===== src/common/dcache_pkg.sv =====
// fixed geometry of 4 ways x 16 sets x 4 words; 32-bit byte address, low 3 bits ignored
package dcache_pkg;

  // cache geometry
  localparam int num_way   = 4;
  localparam int num_set   = 16;
  localparam int num_block = 4;
  localparam int tag_bits  = 23;

  // request slots memory grants after reset
  localparam int mem_credits = 2;

  // index widths
  localparam int way_bits = $clog2(num_way);
  localparam int set_bits = $clog2(num_set);
  localparam int off_bits = $clog2(num_block);

  // miss engine states
  localparam logic [1:0] st_idle    = 2'd0;
  localparam logic [1:0] st_request = 2'd1;
  localparam logic [1:0] st_wait    = 2'd2;

  typedef logic [way_bits-1:0] way_t;
  typedef logic [set_bits-1:0] set_t;
  typedef logic [off_bits-1:0] offset_t;
  typedef logic [tag_bits-1:0] tag_t;

  // address fields, msb first
  typedef struct packed {
    tag_t       tag;
    set_t       set;
    offset_t    off;
    logic [2:0] byte_off;
  } dcache_fields_t;

  // same 32 bits seen raw or split
  typedef union packed {
    logic [31:0]    raw;
    dcache_fields_t f;
  } dcache_addr_u;

  // one set in one way
  typedef struct packed {
    tag_t                       tag;
    logic [num_block-1:0]       valid;
    logic [num_block-1:0][63:0] data;
  } dcache_line_t;

endpackage

===== src/hw/credit_counter.sv =====
// credit and outstanding counters for the memory request channel; 2-bit, so mem_credits <= 3
`timescale 1ns/1ns

module credit_counter
  import dcache_pkg::*;
(
  input  logic       clock,
  input  logic       reset,
  input  logic       issue,
  input  logic       credit_return,
  input  logic       resp,
  output logic       have_credit,
  output logic [1:0] outstanding
);

  // credits memory still grants
  logic [1:0] credits;

  assign have_credit = (credits != 2'd0);

  always_ff @(posedge clock) begin
    if (reset) begin
      credits     <= 2'(mem_credits);
      outstanding <= 2'd0;
    end else begin
      // issue and return in one cycle cancel
      credits     <= credits - 2'(issue) + 2'(credit_return);
      // requests sent but not yet answered
      outstanding <= outstanding + 2'(issue) - 2'(resp);
    end
  end

endmodule


===== config.mk =====
export PLATFORM = sky130hd
export DESIGN_NAME = credit_counter
export DESIGN_NICKNAME = d
export VERILOG_FILES = /design/src/common/dcache_pkg.sv /design/src/hw/credit_counter.sv
export SDC_FILE = /design/constraint.sdc
export NUM_CORES = 1
export LEC_CHECK = 0
export ABC_AREA = 1
export BUFFER_PORTS_ARGS = -buffer_cell sky130_fd_sc_hd__buf_4
export CAP_MARGIN = 10
export CORE_AREA = 5 5 42 44
export CTS_BUF_LIST = sky130_fd_sc_hd__clkbuf_2 sky130_fd_sc_hd__clkbuf_4 sky130_fd_sc_hd__clkbuf_8
export DETAILED_ROUTE_END_ITERATION = 8
export DIE_AREA = 0 0 47 49
export PLACE_DENSITY = 0.45
export SYNTH_ARGS = -nofsm -noshare
export SYNTH_HDL_FRONTEND = slang
export SYNTH_SLANG_ARGS = --single-unit

===== constraint.sdc =====
create_clock -name clock -period 1.7 [get_ports clock]
set_input_delay 0.51 -clock clock [delete_from_list [all_inputs] [get_ports clock]]
set_output_delay 0.51 -clock clock [all_outputs]
set_load 0.01 [all_outputs]

Word-level counts from Yosys, hierarchy flattened
Index checks and enable logic that the tools add are counted.
{ "totals": {"register_bits": 4, "latchBits": 0, "ramBits": 0, "romBits": 0, "in_bits": 5, "out_inout_bits": 3, "word_cells": 7, "n_memories": 0} }
{ "classes": {"add_sub_neg": 4, "n_mul": 0, "div": 0, "magnitude_cmp": 0, "eq_ne": 0, "shifts": 0, "n_mux": 0, "bitwise": 0, "n_reduce_logical": 1} }
{ "op_table": {"columns": ["op", "n"], "rows": [
  ["adder 2 x 1 -> 2 bit", 2],
  ["subtractor 2 x 1 -> 2 bit", 2],
  ["nonzero test 2 bit", 1]
]} }

Longest topological paths before layout
{ "depth": {"depth_word": 2, "depth_mapped": 9, "ltp_nobuf": 9} }

Least setup slack after synthesis
Ideal clock, no wire load.
{ "synth_timing": {"path_kind": "input-to-reg", "from": "input resp", "to": "register outstanding[1]", "setup_ns": 0.115, "arrival_ns": 1.240, "t_required_ns": 1.585, "path_slack_ns": 0.345, "cell_stages": 7, "path_buffers": 0, "cell_sequence": "ha_1 > inv_1 > ha_1 > inv_1 > nand2_2 > a21oi_1 > nor2_1"} }
{ "synth_via": {"elab_chain_cells": 1} }
{ "synth_rtl": {"columns": ["item", "line_no", "rtl"], "rows": [
  ["start: declaration", "credit_counter.sv:11", "input logic resp,"],
  ["subtractor 2 x 1 -> 2 bit", "credit_counter.sv:29", "outstanding <= outstanding + 2'(issue) - 2'(resp);"],
  ["end signal: assignment", "credit_counter.sv:29", null],
  ["end: declaration", "credit_counter.sv:13", "output logic [1:0] outstanding"]
]} }
No other way between the ends.
A chain may end at the register's enable or synchronous reset.

Worst setup path in the final report
{ "layout_timing": {"from": "register credits[1]", "to": "output have_credit"} }
{ "layout_via": {"elab_chain_cells": 1} }
{ "layout_rtl": {"columns": ["item", "line_no", "rtl"], "rows": [
  ["start: declaration", "credit_counter.sv:17", "logic [1:0] credits;"],
  ["start signal: assignment", "credit_counter.sv:23", "credits <= 2'(mem_credits);"],
  ["start signal: assignment", "credit_counter.sv:27", "credits <= credits - 2'(issue) + 2'(credit_return);"],
  ["nonzero test 2 bit", "credit_counter.sv:19", "assign have_credit = (credits != 2'd0);"],
  ["end: declaration", "credit_counter.sv:12", "output logic have_credit,"]
]} }
No other way between the ends.

==> results.txt <==
Clock latency on the worst-skew pair: 230 ps
Core area: 1400 sq um
Detailed Routing Iterations Pass 1: 2
Max stage delay on crit path: 300 ps
Reg-to-reg setup timing slack: 470 ps
Number of H-tree levels: 1
Worst path depth: 3
Setup ws final: 412 ps
Slew HR: 0.932
Crit-path max FO: 2
Pwr dens: 993 nW/um^2
Total grt overflow: 0
Synth Area per Inst: 7.14 sq um
Detail Route Antenna Nets: 0
Commonest non-fill, non-tap cell in the layout: inv_1
Sequential fraction of the synthesis area: 0.330
I/O pins: 8
Maximum vdd drop: 0.511 mV
Synthesized area: 243 sq um
Yosys cell types: 10
Final Max Tran Viols: 0
First-pass GRT wire length: 752 um
RSZ-0062 raised after global routing: no
Clk buf depth: 2
Vias in the first global route: 198
Layout Nets: 55
Die Wd: 47 um
Reg-to-Reg Start: outstanding[0]$_SDFF_PP0_
Outcome: finished clean
Worst Path Buf+Inv: 2
Synth Warn #: 0
Fill cells: 163
CP max-delay cell: dfxtp_1
Worst Max-Slew Pin Slew: 103 ps
Initial antenna violation count: 0
Final hold vios: 0
Post-CTS Resized: 0
Startpoint types: register
Worst EP required: 1190 ps
Critical path type: reg -> out
Inserted Diodes: 0
Clock transition at path regs: 40 ps
Cts hold-fix bufs: 0
Leakage power: 0.196 nW
Die height: 49 um
Clk root buf: clkbuf_4
Tot GR Track Use: 0.0507
Post-route cell area: 338 sq um
Max-cap viol count: 0
Die area: 2300 sq um
Drt total wl: 414 um
Final setup fails: 0
Share of cells above drive strength 1: 0.273
Pre-CTS WS: 190 ps
Clk sinks: 4
Final period util: 0.758
Via count: 213
Syn Nets: 43
Critical path cell sequence: inv_1 -> nand2_1 -> buf_4
Crit-path leading delay family: flip-flops
CP endpoint: have_credit
Largest net degree at the start of global routing: 4
Avg WL per Cell: 6.90 um
Critical Path Sink Type: output pin
Worst hold path class: in -> reg
Num CTS Buffers: 3
Cells after synthesis: 34
Commonest non-fill, non-tap cells in the layout: inv_1 (11), nand2_1 (7), buf_4 (7), ha_1 (4), dfxtp_1 (4)
DP Area: 315 sq um
CP Launch Point: credits[1]$_SDFF_PP1_
Rows: 14
Yosys reg bits: 4
DRT iter0 DRCs: 1
DRC: 0
R2r endpoint: outstanding[1]$_SDFF_PP0_
RePlAce Congestion: 0.678
Area Growth Syn to Fin: 39.2%
CTS tree: done
Fmax: 776 MHz
Worst endpoint data arrival time: 780 ps
Setup TNS Final: 0 ps
Setup bufs post-CTS: 0
Detailed Place HPWL: 358 um
Vias per inst: 3.55
Cells on worst reg2reg path: 8
Final setup skew: 3.95 ps
Initial Utilization: 0.173
Port bufs: 7
Tmin final: 1290 ps
-- metal layers --
metal  wire (um)  GRT usage
met1         164     0.0505
met4           0     0.0138
met5           0          0
met2         200     0.0633
met3          50     0.0664
-- report_power, final --
group	leakage [nW]	internal [W]	switching [W]
clock network	0.0138	0.0000789	0.0000377
logic	0.149	0.0000495	0.0000523
registers	0.0334	0.000110	0.00000713
total	0.196	0.000238	0.0000971
-- area by class of cell --
type	instances	area [sq um]	area share
clock buffers	3	22.5	0.0667
inverters	11	41.3	0.122
multi-input cells	19	121	0.359
flip-flops and latches	4	80.1	0.237
well taps	16	20.0	0.0593
repair buffers	7	52.6	0.156
-- state kept, by name, summed over array words and instances (netlist names) --
register and cells:
outstanding 2, credits 2
-- worst reg2reg max path, cell delays in order (launching register included) --
cell	delay [ps]
dfxtp_1	320
inv_1	40
ha_1	260
inv_1	40
ha_1	180
inv_1	60
nand2_2	60
a21oi_1	110
nor2_1	50
-- how the worst min path moves through the flow --
stage                                from  slack (ps)  cells after the start                        end
floorplan           credits[1]$_SDFF_PP1_         530                      3      credits[1]$_SDFF_PP1_
global route                        reset         430                      2  outstanding[0]$_SDFF_PP0_
detailed placement  credits[1]$_SDFF_PP1_         570                      3      credits[1]$_SDFF_PP1_
finish                              reset         450                      2  outstanding[0]$_SDFF_PP0_
CTS                                 reset         450                      2  outstanding[0]$_SDFF_PP0_
global placement    credits[1]$_SDFF_PP1_         560                      3      credits[1]$_SDFF_PP1_
-- kinds of logic after synthesis --
group | after synthesis | share of synthesized area
and+or+nand+nor | 14 | 0.273
AOI/OAI and AO/OA | 1 | 0.0206
buffers and inverters | 11 | 0.170
DFF | 4 | 0.330
adders and majority gates | 4 | 0.206
-- stage by stage --
stage,power [W],hold slack (ps),util,cells
2_1_floorplan,0.000187,526,-,34
3_3_place_gp,0.000223,564,0.225,57
3_5_place_dp,0.000223,568,0.225,57
4_1_cts,0.000346,447,0.241,60
5_1_grt,0.000381,431,0.241,60
6_report,0.000335,454,0.241,60
-- Yosys cell counts (all sizes together) --
cell type	count	area [sq um]
nand3	2	15.0
ha	4	50.1
dfxtp	4	80.1
nand3b	1	7.51
inv	11	41.3
nand2	8	32.5
a21oi	1	5.00
nor2	3	11.3
Power figures use the tool's default switching activity.
