[src/common/dcache_pkg.sv]
// fixed geometry of 4 ways x 16 sets x 4 words; 32-bit byte address, low 3 bits ignored
package dcache_pkg;

  // cache geometry
  localparam int num_way   = 4;
  localparam int num_set   = 16;
  localparam int num_block = 4;
  localparam int tag_bits  = 23;

  // request slots memory grants after reset
  localparam int mem_credits = 2;

  // index widths
  localparam int way_bits = $clog2(num_way);
  localparam int set_bits = $clog2(num_set);
  localparam int off_bits = $clog2(num_block);

  // miss engine states
  localparam logic [1:0] st_idle    = 2'd0;
  localparam logic [1:0] st_request = 2'd1;
  localparam logic [1:0] st_wait    = 2'd2;

  typedef logic [way_bits-1:0] way_t;
  typedef logic [set_bits-1:0] set_t;
  typedef logic [off_bits-1:0] offset_t;
  typedef logic [tag_bits-1:0] tag_t;

  // address fields, msb first
  typedef struct packed {
    tag_t       tag;
    set_t       set;
    offset_t    off;
    logic [2:0] byte_off;
  } dcache_fields_t;

  // same 32 bits seen raw or split
  typedef union packed {
    logic [31:0]    raw;
    dcache_fields_t f;
  } dcache_addr_u;

  // one set in one way
  typedef struct packed {
    tag_t                       tag;
    logic [num_block-1:0]       valid;
    logic [num_block-1:0][63:0] data;
  } dcache_line_t;

endpackage
[src/common/fill_if.sv]
// one 64-bit word write into the array per cycle; the sink never stalls
`timescale 1ns/1ns

interface fill_if
  import dcache_pkg::*;
();

  logic         valid;
  dcache_addr_u addr;
  logic [63:0]  data;

  // host write side, muxed in at the top
  modport write (output valid, addr, data);

  // miss engine turning responses into fills
  modport fill (output valid, addr, data);

  // array side, takes every valid cycle
  modport sink (input valid, addr, data);

endinterface

[src/hw/miss_fsm.sv]
// miss engine; up to two missing words per lookup, memory must answer in request order
`timescale 1ns/1ns

module miss_fsm
  import dcache_pkg::*;
(
  input  logic         clock,
  input  logic         reset,
  input  logic         rd_valid,
  input  logic         rd1_hit,
  input  logic         rd2_hit,
  input  dcache_addr_u rd1_addr,
  input  dcache_addr_u rd2_addr,
  input  logic         have_credit,
  input  logic [1:0]   outstanding,
  input  logic         mem_resp_valid,
  input  logic [63:0]  mem_resp_data,
  fill_if.fill         fill,
  output logic         issue,
  output logic         mem_req_valid,
  output logic [31:0]  mem_req_addr,
  output logic         busy
);

  logic [1:0] state;
  logic [1:0] state_next;

  // two-entry order queue of word addresses
  dcache_addr_u pend [2];
  logic         pend_two;
  logic         issue_ptr;
  logic         resp_ptr;

  logic miss1;
  logic miss2;
  logic same_word;
  logic last_issue;

  assign miss1      = rd_valid && !rd1_hit;
  assign miss2      = rd_valid && !rd2_hit;
  // both ports on one 64-bit word
  assign same_word  = (rd1_addr.raw[31:3] == rd2_addr.raw[31:3]);
  assign last_issue = (issue_ptr == pend_two);

  // one request per cycle while a credit is held
  assign mem_req_valid = (state == st_request) && have_credit;
  assign issue         = mem_req_valid;
  assign mem_req_addr  = pend[issue_ptr].raw;
  assign busy          = (state != st_idle);

  // each response fills the oldest issued word
  assign fill.valid = mem_resp_valid;
  assign fill.addr  = pend[resp_ptr];
  assign fill.data  = mem_resp_data;

  always_comb begin
    state_next = state;
    case (state)
      st_idle: begin
        if (miss1 || miss2) begin
          state_next = st_request;
        end
      end
      st_request: begin
        if (issue && last_issue) begin
          state_next = st_wait;
        end
      end
      st_wait: begin
        // all fills written, busy drops
        if (outstanding == 2'd0) begin
          state_next = st_idle;
        end
      end
      default: state_next = st_idle;
    endcase
  end

  always_ff @(posedge clock) begin
    if (reset) begin
      state     <= st_idle;
      issue_ptr <= 1'b0;
      resp_ptr  <= 1'b0;
    end else begin
      state <= state_next;
      if (state == st_idle) begin
        issue_ptr <= 1'b0;
        resp_ptr  <= 1'b0;
      end else begin
        if (issue) begin
          issue_ptr <= !issue_ptr;
        end
        if (mem_resp_valid) begin
          resp_ptr <= !resp_ptr;
        end
      end
    end
  end

  // capture on leaving idle; a duplicate rd2 word is dropped
  always_ff @(posedge clock) begin
    if ((state == st_idle) && (miss1 || miss2)) begin
      pend[0].raw <= {(miss1 ? rd1_addr.raw[31:3] : rd2_addr.raw[31:3]), 3'b000};
      pend[1].raw <= {rd2_addr.raw[31:3], 3'b000};
      pend_two    <= miss1 && miss2 && !same_word;
    end
  end

endmodule

[src/flat_wrapper.sv]
// flat-port wrapper written by rule: the top's interface ports become plain ports
module miss_fsm_flat import dcache_pkg::*;
  (clock, reset, rd_valid, rd1_hit, rd2_hit, rd1_addr, rd2_addr, have_credit, outstanding, mem_resp_valid, mem_resp_data, issue, mem_req_valid, mem_req_addr, busy, fill_valid, fill_addr, fill_data);
  fill_if fill_i ();
  input  logic clock;
  input  logic reset;
  input  logic rd_valid;
  input  logic rd1_hit;
  input  logic rd2_hit;
  input  dcache_addr_u rd1_addr;
  input  dcache_addr_u rd2_addr;
  input  logic have_credit;
  input  logic [1:0] outstanding;
  input  logic mem_resp_valid;
  input  logic [63:0] mem_resp_data;
  output logic issue;
  output logic mem_req_valid;
  output logic [31:0] mem_req_addr;
  output logic busy;
  output wire logic [$bits(fill_i.valid)-1:0] fill_valid;
  output wire logic [$bits(fill_i.addr)-1:0] fill_addr;
  output wire logic [$bits(fill_i.data)-1:0] fill_data;
  assign fill_valid = fill_i.valid;
  assign fill_addr = fill_i.addr;
  assign fill_data = fill_i.data;
  miss_fsm u_core (.clock(clock), .reset(reset), .rd_valid(rd_valid), .rd1_hit(rd1_hit), .rd2_hit(rd2_hit), .rd1_addr(rd1_addr), .rd2_addr(rd2_addr), .have_credit(have_credit), .outstanding(outstanding), .mem_resp_valid(mem_resp_valid), .mem_resp_data(mem_resp_data), .fill(fill_i), .issue(issue), .mem_req_valid(mem_req_valid), .mem_req_addr(mem_req_addr), .busy(busy));
endmodule
[config.mk]
export PLATFORM = sky130hd
export DESIGN_NAME = miss_fsm_flat
export DESIGN_NICKNAME = d
export VERILOG_FILES = /design/src/common/dcache_pkg.sv /design/src/common/fill_if.sv /design/src/hw/miss_fsm.sv /design/src/flat_wrapper.sv
export SDC_FILE = /design/constraint.sdc
export NUM_CORES = 1
export LEC_CHECK = 0
export BUFFER_PORTS_ARGS = -buffer_cell sky130_fd_sc_hd__buf_2
export CORE_AREA = 8 8 101 103
export CTS_BUF_LIST = sky130_fd_sc_hd__clkbuf_4 sky130_fd_sc_hd__clkbuf_8
export DETAILED_ROUTE_END_ITERATION = 16
export DIE_AREA = 0 0 109 111
export GPL_ROUTABILITY_DRIVEN = 0
export PLACE_DENSITY = 0.93
export SYNTH_ARGS = -nofsm -noshare
export SYNTH_HDL_FRONTEND = slang
export SYNTH_SLANG_ARGS = --single-unit
[constraint.sdc]
create_clock -name clock -period 5.8 [get_ports clock]
set_clock_uncertainty 0.1 [all_clocks]
set_input_delay 0.87 -clock clock [delete_from_list [all_inputs] [get_ports clock]]
set_output_delay 0.87 -clock clock [all_outputs]
set_load 0.01 [all_outputs]
# Word-level counts from Yosys, hierarchy flattened
# Memory sizes are Yosys's and may differ from the RTL's. A register that Yosys moved wholly into a read port is not among the register bits.
# Index checks and enable logic that the tools add are counted.
[word_totals]
reg_bits = 5
ramBits = 58
input_bits = 137
out_inout_bits = 132
wordCells = 41
n_memories = 1
[mem_list]
columns = ["memory", "depth", "width", "read_ports", "rd_ports_with_merged_regs", "wr", "line_no", "rtl"]
rows = [
  ["u_core.pend", 2, 29, 2, 2, 2, "miss_fsm.sv:29", "dcache_addr_u pend [2];"],
]
[classes]
n_eq_ne = 7
muxes = 11
reduce_logical = 18
[ops]
columns = ["op", "count"]
rows = [
  ["$eq A29 B29 Y1", 1],
  ["$mux W29", 1],
  ["$logic_and A1 B1 Y1", 7],
  ["$mux W1", 6],
  ["$mux W2", 3],
  ["$pmux W2 S3", 1],
  ["$logic_not A1 Y1", 5],
  ["$logic_not A2 Y1", 2],
  ["$ne A2 B1 Y1 const B", 2],
  ["$reduce_and A3 Y1", 1],
  ["$eq A2 B1 Y1 const B", 1],
  ["$eq A2 B2 Y1 const B", 1],
  ["$ne A2 B2 Y1 const B", 1],
  ["$reduce_bool A2 Y1", 1],
  ["$reduce_or A2 Y1", 1],
  ["$eq A1 B1 Y1", 1],
  ["$logic_or A1 B1 Y1", 1],
]

# Depth between registers and ports, before layout
[depth]
word_depth = 6
ltp_mapped = 4
ltp_nobuf = 4

# Least setup slack after synthesis
# No wires, ideal clock.
[synth_timing]
kind = "input -> register"
from = "input port rd1_hit"
to = "memory u_core.pend[0][0] in the netlist's numbering (enable)"
setup_time_ns = 0.390
arrival_ns = 1.758
required_time_ns = 5.310
slack_ns = 3.552
cell_stages = 2
path_buffers = 0
path_cell_list = "nand2_1 and3_2"
[synth_rtl]
columns = ["item", "line_no", "rtl"]
rows = [
  ["from (decl)", "flat_wrapper.sv:8", "input logic rd1_hit;"],
  ["to (decl)", "miss_fsm.sv:29", ""],
]

==> impl_results.rst <==
.. list-table::
   :header-rows: 1

   * - Metric
     - Value
   * - Placed standard-cell area
     - a little over 4000 sq um
   * - Max stage delay cell, worst path
     - dfxtp_1
   * - Pin slew with the least headroom to its limit
     - 954 ps
   * - Most frequent cells in the layout
     - buf_2, mux2_2, edfxtp_1, xnor2_1, clkbuf_8
   * - Slowest stage delay, CP
     - 830 ps
   * - Post-synthesis cell type count
     - 24
   * - Summed negative setup slack over all endpoints
     - 0 ps
   * - Util after Layout
     - 0.511
   * - TritonCTS clock tree
     - done
   * - DP HPWL
     - 6660 um
   * - Overall global routing resource usage
     - 0.145
   * - Hold crit path type
     - reg -> reg
   * - Number of global-route vias before repair
     - 2744
   * - Register share of total power
     - 0.471
   * - First-pass DRT Iterations
     - 4
   * - Number of nets in the final layout
     - 499
   * - Critical path capture point type
     - output pin
   * - Pin count of the biggest net entering global routing
     - 61
   * - Critical Path RT
     - a little under 5000 ps
   * - Post-synthesis area per instance
     - 13.3 sq um
   * - Fraction of final layout cells with drive strength greater than 1
     - 0.643
   * - Signal arrival time at the worst endpoint
     - between 2000 and 2500 ps
   * - Reg2reg setup slack
     - 3780 ps
   * - Number of top-level pins
     - 269
   * - Drt drc
     - 0
   * - Diodes inserted
     - 0
   * - Part of the Yosys area used for sequential elements
     - 0.481
   * - Area of all placed cells without fillers
     - 4370 sq um
   * - Cell area after synthesis
     - 3930 sq um
   * - Final Max Slew Viols
     - 0
   * - Placed instance count
     - 459
   * - Mean number of vias per cell
     - 5.13
   * - Register bit count reported by yosys
     - 65
   * - Setup repair bufs after CTS
     - 0
   * - Setup repair after global routing missed its margin
     - false
   * - Clock share of power
     - 0.350
   * - Skew-Pair Late Insertion Delay
     - ~330 ps
   * - Resized Gates After CTS
     - 0
   * - Maximum root-to-sink buffer count
     - 2
   * - Most common library cell in the layout ignoring fill and taps
     - buf_2
   * - Internal portion of total power
     - about 900 uW
   * - Fin. Hold Viols
     - 0
   * - Power density over the cells
     - 278 nW/um^2
   * - Number of maximum-capacitance violations
     - 0
   * - Pleak
     - 1.70 nW
   * - Combinational share of power
     - 0.179
   * - Share of the clock period used by the worst path
     - 0.523
   * - Hold buffers post-CTS
     - 0
   * - Std-Cell Rows
     - 34
   * - Crit path time final
     - 3030 ps
   * - Port Buf Inserts
     - 128
   * - Startpoint-to-endpoint class of the critical path
     - reg -> out
   * - Headroom to the max-slew limit
     - 0.363
   * - Number of H-tree levels
     - 3
   * - # clock sinks
     - 65
   * - Initial cell density of the core
     - 0.460
   * - Area growth from synthesis to layout
     - 11.1%
   * - Worst ir drop on vdd
     - 0.000144 V
   * - Core footprint
     - 8550 sq um
   * - Peak fanout along the critical path
     - 15
   * - Total Routed Length
     - 8790 um
   * - DR vias
     - 2436
   * - Number of standard cells in the layout, taps in and fillers out
     - 475
   * - Wire per inst
     - 18.5 um
   * - Switching share of power
     - 0.255
   * - Yosys warnings
     - 0
   * - Net switching power figure
     - 310 uW
   * - First-pass GRT wire length
     - ~14000 um
   * - Die width
     - 109 um
   * - CP Buf/Inv Count
     - 2
   * - Top delay family on crit path
     - flip-flops
   * - Startpoint class of the critical path
     - flip-flop
   * - Result of the run
     - completed
   * - CTS clk-pin slew, worst paths
     - 80 ps
   * - Initial antenna violation count
     - 0
   * - Root Driver
     - clkbuf_8
   * - Grt total ovfl
     - 0
   * - Setup violations, final
     - 0
   * - Crit-path cells
     - buf_4, mux2_2, buf_2
   * - Number of CTS-inserted buffers
     - 9
   * - Starting DRC count in detailed routing
     - 82
   * - Die Outline Area
     - 12100 sq um
   * - Vert. Die Dim
     - 111 um
   * - Fmax
     - between 300 and 400 MHz
   * - Cells after Synth
     - 296
   * - Antenna viol nets, final
     - 0
[cells by family after synthesis]
logic type / Yosys count / synth area share
and+or+nand+nor: 25 / 0.0372
muxes: 87 / 0.249
xor gates and xnor gates: 32 / 0.0712
other: 1 / 0.000953
AOI/OAI and AO/OA: 3 / 0.00541
DFF: 65 / 0.481
buffers and inverters: 83 / 0.155
[per-stage QoR]
stage / setup WS, ps / power [mW] / hold slack, ps
after global placement: 3110 / 0.795 / 436
after CTS: 2710 / 1.23 / 478
after floorplan: 3550 / 0.757 / 420
after detailed placement: 3090 / 0.805 / 457
final: 2770 / 1.22 / 486
after global routing: 2620 / 1.27 / 514
[synthesized netlist by cell type, drive strengths merged]
| cell | count | area [sq um] |
|---|---|---|
| edfxtp | 59 | 1770 |
| dfxtp | 6 | 120 |
| nor4 | 1 | 6.26 |
| conb | 1 | 3.75 |
| buf | 81 | 603 |
| mux2 | 87 | 980 |
| nand2 | 2 | 7.51 |
| nand3 | 1 | 5.00 |
| nor3b | 1 | 7.51 |
| and2 | 1 | 8.76 |
| a21oi | 1 | 5.00 |
| xnor2 | 30 | 263 |
| a311oi | 1 | 8.76 |
| and3 | 1 | 7.51 |
| inv | 2 | 7.51 |
| nor3 | 5 | 25.0 |
| xor2 | 2 | 17.5 |
| nand4 | 6 | 37.5 |
| a211oi | 1 | 7.51 |
| nor2 | 5 | 18.8 |
| nor2b | 2 | 22.5 |
[layout make-up]
type / count / area, sq um
Tap cell: 108 / 135
Sequential cell: 65 / 1890
Multi-Input combinational cell: 153 / 1460
Timing Repair Buffer: 131 / 663
Clock buffer: 9 / 124
Clock inverter: 7 / 93.8
Inverter: 2 / 7.51
Fill cell: 783 / 4180
[layer usage]
metal | routed length, um | vias up | global-route usage
met4 | 221 | 0 | 0.0703
met2 | 4610 | 117 | 0.255
met1 | 2980 | 1163 | 0.139
met3 | 972 | 39 | 0.0640
li1 | - | 1117 | -
met5 | 0 | - | 0
[worst reg2reg max path: cells and delay by family (launching register included)]
kind / cells / cell delay (ps)
buffers and inverters: 1 / 610
flip-flops: 1 / 350
AND/OR/NAND/NOR: 2 / 560
[flip-flops by register name, summed over array words and instances, names as in the netlist, named ones only]
| signal | flops |
|---|---|
| u_core.state | 2 |
| u_core.issue_ptr | 1 |
| u_core.pend | 58 |
| u_core.pend_two | 1 |
| u_core.resp_ptr | 1 |
[path summary, 6_finish.rpt]
check | from | end | cells past startpoint
hold reg to reg | u_core.resp_ptr | u_core.resp_ptr | 2
setup reg to reg | u_core.state[1] | u_core.pend[0][18] | 3
setup / recovery | flip-flop | mem_req_addr[16] | 3
hold / removal | u_core.resp_ptr | u_core.resp_ptr | 2
[power by group through the flow]
stage	logic (mW)	clock network [mW]	registers, mW
final	0.217	0.425	0.573
after CTS	0.222	0.434	0.574
after detailed placement	0.221	0	0.584
after floorplan	0.181	0	0.576
after global routing	0.238	0.456	0.578
after global placement	0.215	0	0.580
No activity file was read; power rests on OpenSTA's default activity.
